`config.mk`:
```
export PLATFORM = sky130hd
export DESIGN_NAME = resp_bank_top
export DESIGN_NICKNAME = d
export VERILOG_FILES = /design/src/bank_pkg.sv /design/src/slot_ram.sv /design/src/free_slot_alloc.sv /design/src/id_list.sv /design/src/release_arbiter.sv /design/src/resp_bank_top.sv
export SDC_FILE = /design/constraint.sdc
export NUM_CORES = 1
export LEC_CHECK = 0
export ABC_CLOCK_PERIOD_IN_PS = 4600
export BUFFER_PORTS_ARGS = -buffer_cell sky130_fd_sc_hd__buf_2
export CORE_MARGIN = 8
export CORE_UTILIZATION = 25
export DETAILED_ROUTE_END_ITERATION = 10
export RECOVER_POWER = 100
export SYNTH_ARGS = -nofsm -noshare
export SYNTH_HDL_FRONTEND = slang
export SYNTH_SLANG_ARGS = --single-unit
```
`constraint.sdc`:
```
create_clock -name clk_i -period 4.6 [get_ports clk_i]
set_input_delay 0.69 -clock clk_i [delete_from_list [all_inputs] [get_ports clk_i]]
set_output_delay 0.69 -clock clk_i [all_outputs]
set_load 0.005 [all_outputs]
```
`src/bank_pkg.sv`:
```
// Write-response bank
// Sizes and types shared by the bank
package bank_pkg;

  // Message layout, ID sits in the low bits
  localparam int MsgWidth = 32;
  localparam int IdWidth = 2;
  localparam int NumIds = 2 ** IdWidth;

  // Bank capacity and derived widths
  localparam int NumSlots = 16;
  localparam int SlotAddrWidth = 4;

  // Must hold NumSlots, not just NumSlots-1
  localparam int CountWidth = 5;

  typedef logic [MsgWidth-1:0] msg_t;
  typedef logic [IdWidth-1:0] id_t;
  typedef logic [SlotAddrWidth-1:0] slot_addr_t;
  typedef logic [CountWidth-1:0] count_t;

endpackage

```
`src/slot_ram.sv`:
```
// Slot-indexed flop memory
// One write port, several combinational read ports
module slot_ram #(
  parameter type payload_t = logic,
  parameter int NumReads = 1
) (
  input  logic                 clk_i,
  input  logic                 we_i,
  input  bank_pkg::slot_addr_t waddr_i,
  input  payload_t             wdata_i,
  input  bank_pkg::slot_addr_t raddr_i [NumReads],
  output payload_t             rdata_o [NumReads]
);
  import bank_pkg::*;

  // Storage array, contents only meaningful once written
  payload_t mem_q [NumSlots];

  always_ff @(posedge clk_i) begin
    if (we_i) begin
      mem_q[waddr_i] <= wdata_i;
    end
  end

  // Asynchronous reads
  // A write in the same cycle shows up from the next cycle on
  for (genvar r = 0; r < NumReads; r++) begin : g_read
    assign rdata_o[r] = mem_q[raddr_i[r]];
  end

endmodule

```
`src/free_slot_alloc.sv`:
```
// Free slot allocator
module free_slot_alloc (
  input  logic                          clk_i,
  input  logic                          rst_ni,
  input  logic                          reserve_i,
  input  logic                          release_i,
  input  bank_pkg::slot_addr_t          release_addr_i,
  output bank_pkg::slot_addr_t          free_addr_o,
  output logic                          any_free_o,
  output logic [bank_pkg::NumSlots-1:0] released_onehot_o
);
  import bank_pkg::*;

  // One bit per slot, set while reserved or holding a message
  logic [NumSlots-1:0] occupied_q;
  logic [NumSlots-1:0] occupied_d;
  logic [NumSlots-1:0] reserve_mask;
  logic [NumSlots-1:0] release_mask;

  // Lowest free slot, priority chain from slot 0 upwards
  always_comb begin : p_find_free
    logic found;
    found = 1'b0;
    free_addr_o = '0;
    for (int s = 0; s < NumSlots; s++) begin
      if (!occupied_q[s] && !found) begin
        free_addr_o = slot_addr_t'(s);
        found = 1'b1;
      end
    end
  end

  assign any_free_o = ~&occupied_q;

  always_comb begin
    reserve_mask = '0;
    release_mask = '0;
    if (reserve_i) begin
      reserve_mask[free_addr_o] = 1'b1;
    end
    if (release_i) begin
      release_mask[release_addr_i] = 1'b1;
    end
  end

  assign released_onehot_o = release_mask;

  // Reserved and released slots never collide
  // A reserved slot is free while a released one is occupied
  assign occupied_d = (occupied_q | reserve_mask) & ~release_mask;

  always_ff @(posedge clk_i or negedge rst_ni) begin
    if (!rst_ni) begin
      occupied_q <= '0;
    end else begin
      occupied_q <= occupied_d;
    end
  end

endmodule

```
`src/id_list.sv`:
```
// Per-ID linked list controller
module id_list (
  input  logic                 clk_i,
  input  logic                 rst_ni,
  input  logic                 reserve_i,
  input  logic                 fill_i,
  input  logic                 pop_i,
  input  bank_pkg::slot_addr_t free_addr_i,
  input  bank_pkg::slot_addr_t link_next_fill_i,
  input  bank_pkg::slot_addr_t link_next_head_i,
  output bank_pkg::slot_addr_t fill_ptr_o,
  output bank_pkg::slot_addr_t head_ptr_o,
  output bank_pkg::slot_addr_t link_addr_o,
  output logic                 link_we_o,
  output logic                 has_unfilled_o,
  output logic                 has_filled_o
);
  import bank_pkg::*;

  // One chain per ID with filled slots from the head and unfilled ones after them

  // Last reserved slot at the tail of the chain
  slot_addr_t last_q;
  slot_addr_t last_d;
  // Oldest reserved slot still waiting for its message
  slot_addr_t fill_ptr_q;
  slot_addr_t fill_ptr_d;
  // Oldest filled slot and next to be released
  slot_addr_t head_ptr_q;
  slot_addr_t head_ptr_d;

  count_t unfilled_cnt_q;
  count_t unfilled_cnt_d;
  count_t filled_cnt_q;
  count_t filled_cnt_d;

  logic list_empty;
  logic fill_moves_on;
  logic filled_set_empties;

  assign list_empty = (unfilled_cnt_q == '0) && (filled_cnt_q == '0);

  // Another unfilled slot follows the one being filled
  assign fill_moves_on = unfilled_cnt_q > count_t'(1);

  // Filled set has nothing left to point at after this cycle's pop
  assign filled_set_empties = (filled_cnt_q == '0) ||
                              (pop_i && (filled_cnt_q == count_t'(1)));

  // Chain a new reservation behind the current tail
  assign link_addr_o = last_q;
  assign link_we_o   = reserve_i && !list_empty;

  assign last_d = reserve_i ? free_addr_i : last_q;

  always_comb begin
    fill_ptr_d = fill_ptr_q;
    if (fill_i) begin
      if (fill_moves_on) begin
        fill_ptr_d = link_next_fill_i;
      end else if (reserve_i) begin
        // Link is written this very cycle, so bypass it
        fill_ptr_d = free_addr_i;
      end
    end else if (reserve_i && (unfilled_cnt_q == '0)) begin
      fill_ptr_d = free_addr_i;
    end
  end

  always_comb begin
    head_ptr_d = head_ptr_q;
    if (fill_i && filled_set_empties) begin
      head_ptr_d = fill_ptr_q;
    end else if (pop_i && (filled_cnt_q > count_t'(1))) begin
      head_ptr_d = link_next_head_i;
    end
  end

  assign unfilled_cnt_d = unfilled_cnt_q + count_t'(reserve_i) - count_t'(fill_i);
  assign filled_cnt_d   = filled_cnt_q + count_t'(fill_i) - count_t'(pop_i);

  always_ff @(posedge clk_i or negedge rst_ni) begin
    if (!rst_ni) begin
      last_q         <= '0;
      fill_ptr_q     <= '0;
      head_ptr_q     <= '0;
      unfilled_cnt_q <= '0;
      filled_cnt_q   <= '0;
    end else begin
      last_q         <= last_d;
      fill_ptr_q     <= fill_ptr_d;
      head_ptr_q     <= head_ptr_d;
      unfilled_cnt_q <= unfilled_cnt_d;
      filled_cnt_q   <= filled_cnt_d;
    end
  end

  assign fill_ptr_o     = fill_ptr_q;
  assign head_ptr_o     = head_ptr_q;
  assign has_unfilled_o = unfilled_cnt_q != '0;
  assign has_filled_o   = filled_cnt_q != '0;

endmodule

```
`src/release_arbiter.sv`:
```
// Release arbiter and output register
module release_arbiter (
  input  logic                          clk_i,
  input  logic                          rst_ni,
  input  bank_pkg::slot_addr_t          head_ptr_i [bank_pkg::NumIds],
  input  logic [bank_pkg::NumIds-1:0]   has_filled_i,
  input  logic [bank_pkg::NumSlots-1:0] release_en_i,
  input  logic                          out_ready_i,
  input  bank_pkg::msg_t                rdata_i,
  output logic [bank_pkg::NumIds-1:0]   pop_o,
  output bank_pkg::slot_addr_t          pop_addr_o,
  output bank_pkg::slot_addr_t          out_addr_o,
  output logic                          out_valid_o,
  output bank_pkg::msg_t                data_o
);
  import bank_pkg::*;

  logic [NumIds-1:0] candidate;
  logic [NumIds-1:0] winner;
  logic              any_candidate;
  logic              load;

  logic       out_valid_q;
  slot_addr_t out_addr_q;
  msg_t       data_q;

  // An ID may go when its oldest filled slot is enabled
  for (genvar i = 0; i < NumIds; i++) begin : g_candidate
    assign candidate[i] = has_filled_i[i] && release_en_i[head_ptr_i[i]];
  end

  // Lowest candidate ID wins
  always_comb begin : p_pick
    logic found;
    found = 1'b0;
    winner = '0;
    pop_addr_o = '0;
    for (int i = 0; i < NumIds; i++) begin
      if (candidate[i] && !found) begin
        winner[i] = 1'b1;
        pop_addr_o = head_ptr_i[i];
        found = 1'b1;
      end
    end
  end

  assign any_candidate = |candidate;

  // Register is empty or drains this cycle
  assign load  = !out_valid_q || out_ready_i;
  assign pop_o = load ? winner : '0;

  always_ff @(posedge clk_i or negedge rst_ni) begin
    if (!rst_ni) begin
      out_valid_q <= 1'b0;
    end else if (load) begin
      out_valid_q <= any_candidate;
    end
  end

  always_ff @(posedge clk_i) begin
    if (load && any_candidate) begin
      data_q     <= rdata_i;
      out_addr_q <= pop_addr_o;
    end
  end

  assign out_valid_o = out_valid_q;
  assign out_addr_o  = out_addr_q;
  assign data_o      = data_q;

endmodule

```
`src/resp_bank_top.sv`:
```
// Write-response bank, top level
module resp_bank_top (
  input  logic                          clk_i,
  input  logic                          rst_ni,
  // Reservation
  input  bank_pkg::id_t                 reserve_id_i,
  input  logic                          reserve_ready_i,
  output logic                          reserve_valid_o,
  output bank_pkg::slot_addr_t          new_reserved_address_o,
  // Input messages
  input  logic                          in_valid_i,
  input  bank_pkg::msg_t                data_i,
  output logic                          in_ready_o,
  // Release
  input  logic [bank_pkg::NumSlots-1:0] release_en_i,
  output logic                          out_valid_o,
  input  logic                          out_ready_i,
  output bank_pkg::msg_t                data_o,
  output logic [bank_pkg::NumSlots-1:0] address_released_onehot_o
);
  import bank_pkg::*;

  slot_addr_t free_addr;
  logic       any_free;
  logic       reserve_fire;
  logic       release_fire;
  id_t        in_id;
  slot_addr_t out_addr;

  logic [NumIds-1:0] reserve;
  logic [NumIds-1:0] fill;
  logic [NumIds-1:0] pop;
  logic [NumIds-1:0] link_we;
  logic [NumIds-1:0] has_unfilled;
  logic [NumIds-1:0] has_filled;
  slot_addr_t        fill_ptr [NumIds];
  slot_addr_t        head_ptr [NumIds];
  slot_addr_t        link_addr [NumIds];

  slot_addr_t pop_addr;
  slot_addr_t link_next_fill;
  slot_addr_t link_next_head;

  // Memory port bundles
  slot_addr_t msg_raddr [1];
  msg_t       msg_rdata [1];
  slot_addr_t next_raddr [2];
  slot_addr_t next_rdata [2];

  assign reserve_valid_o        = any_free;
  assign reserve_fire           = reserve_valid_o && reserve_ready_i;
  assign new_reserved_address_o = free_addr;
  assign release_fire           = out_valid_o && out_ready_i;

  assign in_id      = data_i[IdWidth-1:0];
  assign in_ready_o = in_valid_i && has_unfilled[in_id];

  // One-hot strobes by ID
  for (genvar i = 0; i < NumIds; i++) begin : g_strobe
    assign reserve[i] = reserve_fire && (reserve_id_i == id_t'(i));
    assign fill[i]    = in_valid_i && in_ready_o && (in_id == id_t'(i));
  end

  free_slot_alloc i_alloc (
    .clk_i             (clk_i),
    .rst_ni            (rst_ni),
    .reserve_i         (reserve_fire),
    .release_i         (release_fire),
    .release_addr_i    (out_addr),
    .free_addr_o       (free_addr),
    .any_free_o        (any_free),
    .released_onehot_o (address_released_onehot_o)
  );

  for (genvar i = 0; i < NumIds; i++) begin : g_id_list
    id_list i_list (
      .clk_i            (clk_i),
      .rst_ni           (rst_ni),
      .reserve_i        (reserve[i]),
      .fill_i           (fill[i]),
      .pop_i            (pop[i]),
      .free_addr_i      (free_addr),
      .link_next_fill_i (link_next_fill),
      .link_next_head_i (link_next_head),
      .fill_ptr_o       (fill_ptr[i]),
      .head_ptr_o       (head_ptr[i]),
      .link_addr_o      (link_addr[i]),
      .link_we_o        (link_we[i]),
      .has_unfilled_o   (has_unfilled[i]),
      .has_filled_o     (has_filled[i])
    );
  end

  // Message storage, written at the fill pointer of the incoming ID
  assign msg_raddr[0] = pop_addr;

  slot_ram #(
    .payload_t (msg_t),
    .NumReads  (1)
  ) i_msg_ram (
    .clk_i   (clk_i),
    .we_i    (in_valid_i && in_ready_o),
    .waddr_i (fill_ptr[in_id]),
    .wdata_i (data_i),
    .raddr_i (msg_raddr),
    .rdata_o (msg_rdata)
  );

  // Next pointers
  // Port 0 follows the fill chain, port 1 the release chain
  assign next_raddr[0]  = fill_ptr[in_id];
  assign next_raddr[1]  = pop_addr;
  assign link_next_fill = next_rdata[0];
  assign link_next_head = next_rdata[1];

  slot_ram #(
    .payload_t (slot_addr_t),
    .NumReads  (2)
  ) i_next_ram (
    .clk_i   (clk_i),
    .we_i    (|link_we),
    .waddr_i (link_addr[reserve_id_i]),
    .wdata_i (free_addr),
    .raddr_i (next_raddr),
    .rdata_o (next_rdata)
  );

  release_arbiter i_arbiter (
    .clk_i        (clk_i),
    .rst_ni       (rst_ni),
    .head_ptr_i   (head_ptr),
    .has_filled_i (has_filled),
    .release_en_i (release_en_i),
    .out_ready_i  (out_ready_i),
    .rdata_i      (msg_rdata[0]),
    .pop_o        (pop),
    .pop_addr_o   (pop_addr),
    .out_addr_o   (out_addr),
    .out_valid_o  (out_valid_o),
    .data_o       (data_o)
  );

endmodule

```
==> results.yml <==
outcome:
  violations: "max-capacitance violations, max-slew violations"
  status: "complete, but fails checks"
synth:
  yosysWarnings: 0
  synth.largest_area_cell: "edfxtp_1"
  syn_area_mm2: 0.0317
  synth-edff-count: 612
  syn_inst: 2411
  synthFlopType: "edfxtp_1"
  synth_seq_cells: 717
  syn_avg_cell_area_um2: 13.1
  synth_top_area_share_pct: 58.1
  seq_area_frac_synth_pct: 66.4
  ys_types: 80
  syn-num-nets: 2538
  postSynth.asyncResetShare_pct: 14.6
  synth.area.top_cells: "edfxtp_1, dfrtp_1, nand2_1, mux2i_1, mux4_2"
floorplanning:
  core_mm2: 0.126
  die-width_um: 372
  die-area_mm2: 0.138
  io_pins: 110
  rows: 130
  start_util_pct: 25.2
  die_h_um: 372
sta:
  slew_viol_final: 88
  period_needed_ps: 4380
  finalClockSkew_ps: 41.6
  rsz0062_at_grt: "false"
  setup_viol: 0
  fmax_mhz: 228
  fin_setup_tns_ps: 0
  timing.final.crit_share_pct: 95.2
  tightest_slew_ps: 3600
  finalHoldViolations: 0
  fin_ws_ps: 219
  slew_headroom_pct: -140
hold_path:
  hp-class: "in2reg"
clock_network:
  clock_sinks: 717
  clk_latency_ps: 640
  root_buffer: "clkbuf_16"
  clk_path_buf_depth: 3
  hold_buffers: 0
  h-tree-depth: 3
  tritoncts: "yes"
  numCtsBuffers: 78
  clk_pin_slew_worst_paths_ps: 60
  post_cts_buffers: 0
  cts_resized: 0
placed_design:
  globalplace.congestion: 0.853
  post-place-ws_ps: 427
  dp_hpwl_um: 51900
  portBuffers: 109
route:
  viasPerCell: 4.72
  dr_total_vias: 20200
  drc_errors: 0
  drt_iter0_drc: 1851
  routed_wl_um: 85600
  wl_per_cell_um: 20.0
  antenna_left: 0
  dr.pass1.iters: 5
power:
  leakagePower_nw: 13.3
  peakVddDrop_uv: 702
  power.density_mw_per_mm2: 837
final_layout:
  area_growth_pct: 16.7
  post_route_cells_drive_above_1_share_pct: 11.8
  nets: 2693
grt:
  grt_start_max_net_pins: 87
  grt_pass1_vias: 19800
  grt_antenna_before_repair: 10
  track_usage_pct: 12.1
  grt_pass1_wl_um: 128000
  grt-ovfl-total: 0
worst_setup_path:
  crit_type: "in2reg"
  cp.arrival_ps: 4600
  cp.required_ps: 4820
  end_kind: "flop"
  critPathLaunchType: "input pin"
  critPathMaxFanout: 32
run:
  maxCapViolCount: 2
-- cell usage in the layout (no fill, tap or decap), types with 11 or more instances in the layout --
cell         n
dfrtp_1    105
mux2_2      26
mux4_2      39
buf_2       34
ha_1        64
clkinv_2    12
clkbuf_1   105
buf_12      17
and3_1     137
nand2b_1    13
a22oi_1     17
o21ai_0     34
mux2i_1     91
clkinv_1    16
clkbuf_16   78
a21boi_0    11
buf_4       31
edfxtp_1   612
o32ai_1     36
nor2_1     163
inv_1       85
a211oi_1    15
a221o_1     32
a21oi_1     70
nand3_1     17
nor3_1      11
nor2_4      18
nand2_1    470
a31oi_1     69
xor2_1      24
o211ai_1    20
-- area by class of cell --
cell class	instances	area, µm²
Fill cell	12600	88600
Sequential cell	717	21000
Multi-Input combinational cell	1492	9890
Tap cell	1650	2060
Clock buffer	99	2030
Timing Repair Buffer	189	1210
Clock inverter	42	392
Inverter	88	340
Antenna cell	6	15.0
-- final timing paths --
| check | start | to | slack, ps | depth (start not counted) |
|---|---|---|---|---|
| max | data_i[1] | i_msg_ram.mem_q[2][30] | 220 | 7 |
| min | reserve_ready_i | i_alloc.occupied_q[1] | 450 | 3 |
| max reg2reg | g_id_list[3].i_list.filled_cnt_q[2] | i_arbiter.data_o[11] | 300 | 13 |
| min reg2reg | g_id_list[2].i_list.link_addr_o[0] | g_id_list[2].i_list.link_addr_o[0] | 480 | 2 |
| max in group asynchronous | rst_ni | g_id_list[2].i_list.filled_cnt_q[3] | 1200 | 2 |
| min in group asynchronous | rst_ni | g_id_list[1].i_list.unfilled_cnt_q[2] | 1280 | 1 |
-- worst max-delay path, cell delays in order --
cell      delay [ps]
clkbuf_1        1030
mux4_2           640
nor2b_1          500
and2_0           240
nand2b_1         240
nor2_4           160
clkbuf_2        1050
-- per-stage QoR --
stage	instance area (µm²)	power [mW]	cells	utilization, %	hold slack, ps
2_1_floorplan	31700	19.6	2411	-	394
3_3_place_gp	34900	25.2	4136	27.8	458
3_5_place_dp	34900	25.4	4136	27.8	468
4_1_cts	37400	31.4	4277	29.7	156
5_1_grt	36900	32.9	4279	29.4	469
6_report	36900	30.9	4283	29.4	451
-- routing by layer --
layer / GRT usage [%] / share of wire, %
met5: 0 / 0.0082
met4: 3.95 / 2.7
met3: 2.78 / 7.4
met2: 19.4 / 46
met1: 16.1 / 43
-- logic make-up after synthesis --
family	Yosys count	share of synthesized area [%]
AND/OR/NAND/NOR	881	12.4
multiplexers	167	6.98
flip-flops	717	66.4
buffers and inverters	202	2.73
adder cells (fa/ha/maj)	72	3.04
XOR/XNOR	24	0.664
AO/OA/AOI/OAI	348	7.85
-- power breakdown --
group          internal [mW]  switching, mW  total (mW)
registers               8.62          0.726        9.35
logic                   6.09           9.53        15.6
clock network           3.34           2.62        5.96
-- registers in the layout (all words and copies together) (netlist names) --
name	count
i_msg_ram.mem_q	512
i_next_ram.mem_q	64
i_arbiter.out_addr_o	4
i_alloc.occupied_q	16
g_id_list.i_list.link_addr_o	16
g_id_list.i_list.head_ptr_o	16
g_id_list.i_list.fill_ptr_o	16
i_arbiter.data_o	32
g_id_list.i_list.filled_cnt_q	20
g_id_list.i_list.unfilled_cnt_q	20
i_arbiter.out_valid_o	1
-- synthesized netlist by cell type, drive strengths merged (7+ instances only) --
| cell type | number |
|---|---|
| inv | 87 |
| mux2 | 37 |
| clkbuf | 63 |
| a21oi | 70 |
| a21boi | 11 |
| ha | 64 |
| buf | 51 |
| a22oi | 17 |
| nor2 | 182 |
| a311oi | 7 |
| dfrtp | 105 |
| a31oi | 69 |
| fa | 8 |
| nand2 | 470 |
| nand4 | 8 |
| edfxtp | 612 |
| mux2i | 91 |
| xor2 | 24 |
| o32ai | 36 |
| a221o | 32 |
| nor3 | 12 |
| nand3 | 17 |
| a211oi | 15 |
| o21ai | 36 |
| mux4 | 39 |
| o211ai | 22 |
| and3 | 137 |
| nand2b | 13 |
| nor2b | 8 |
(Power assumes the default switching activity.)
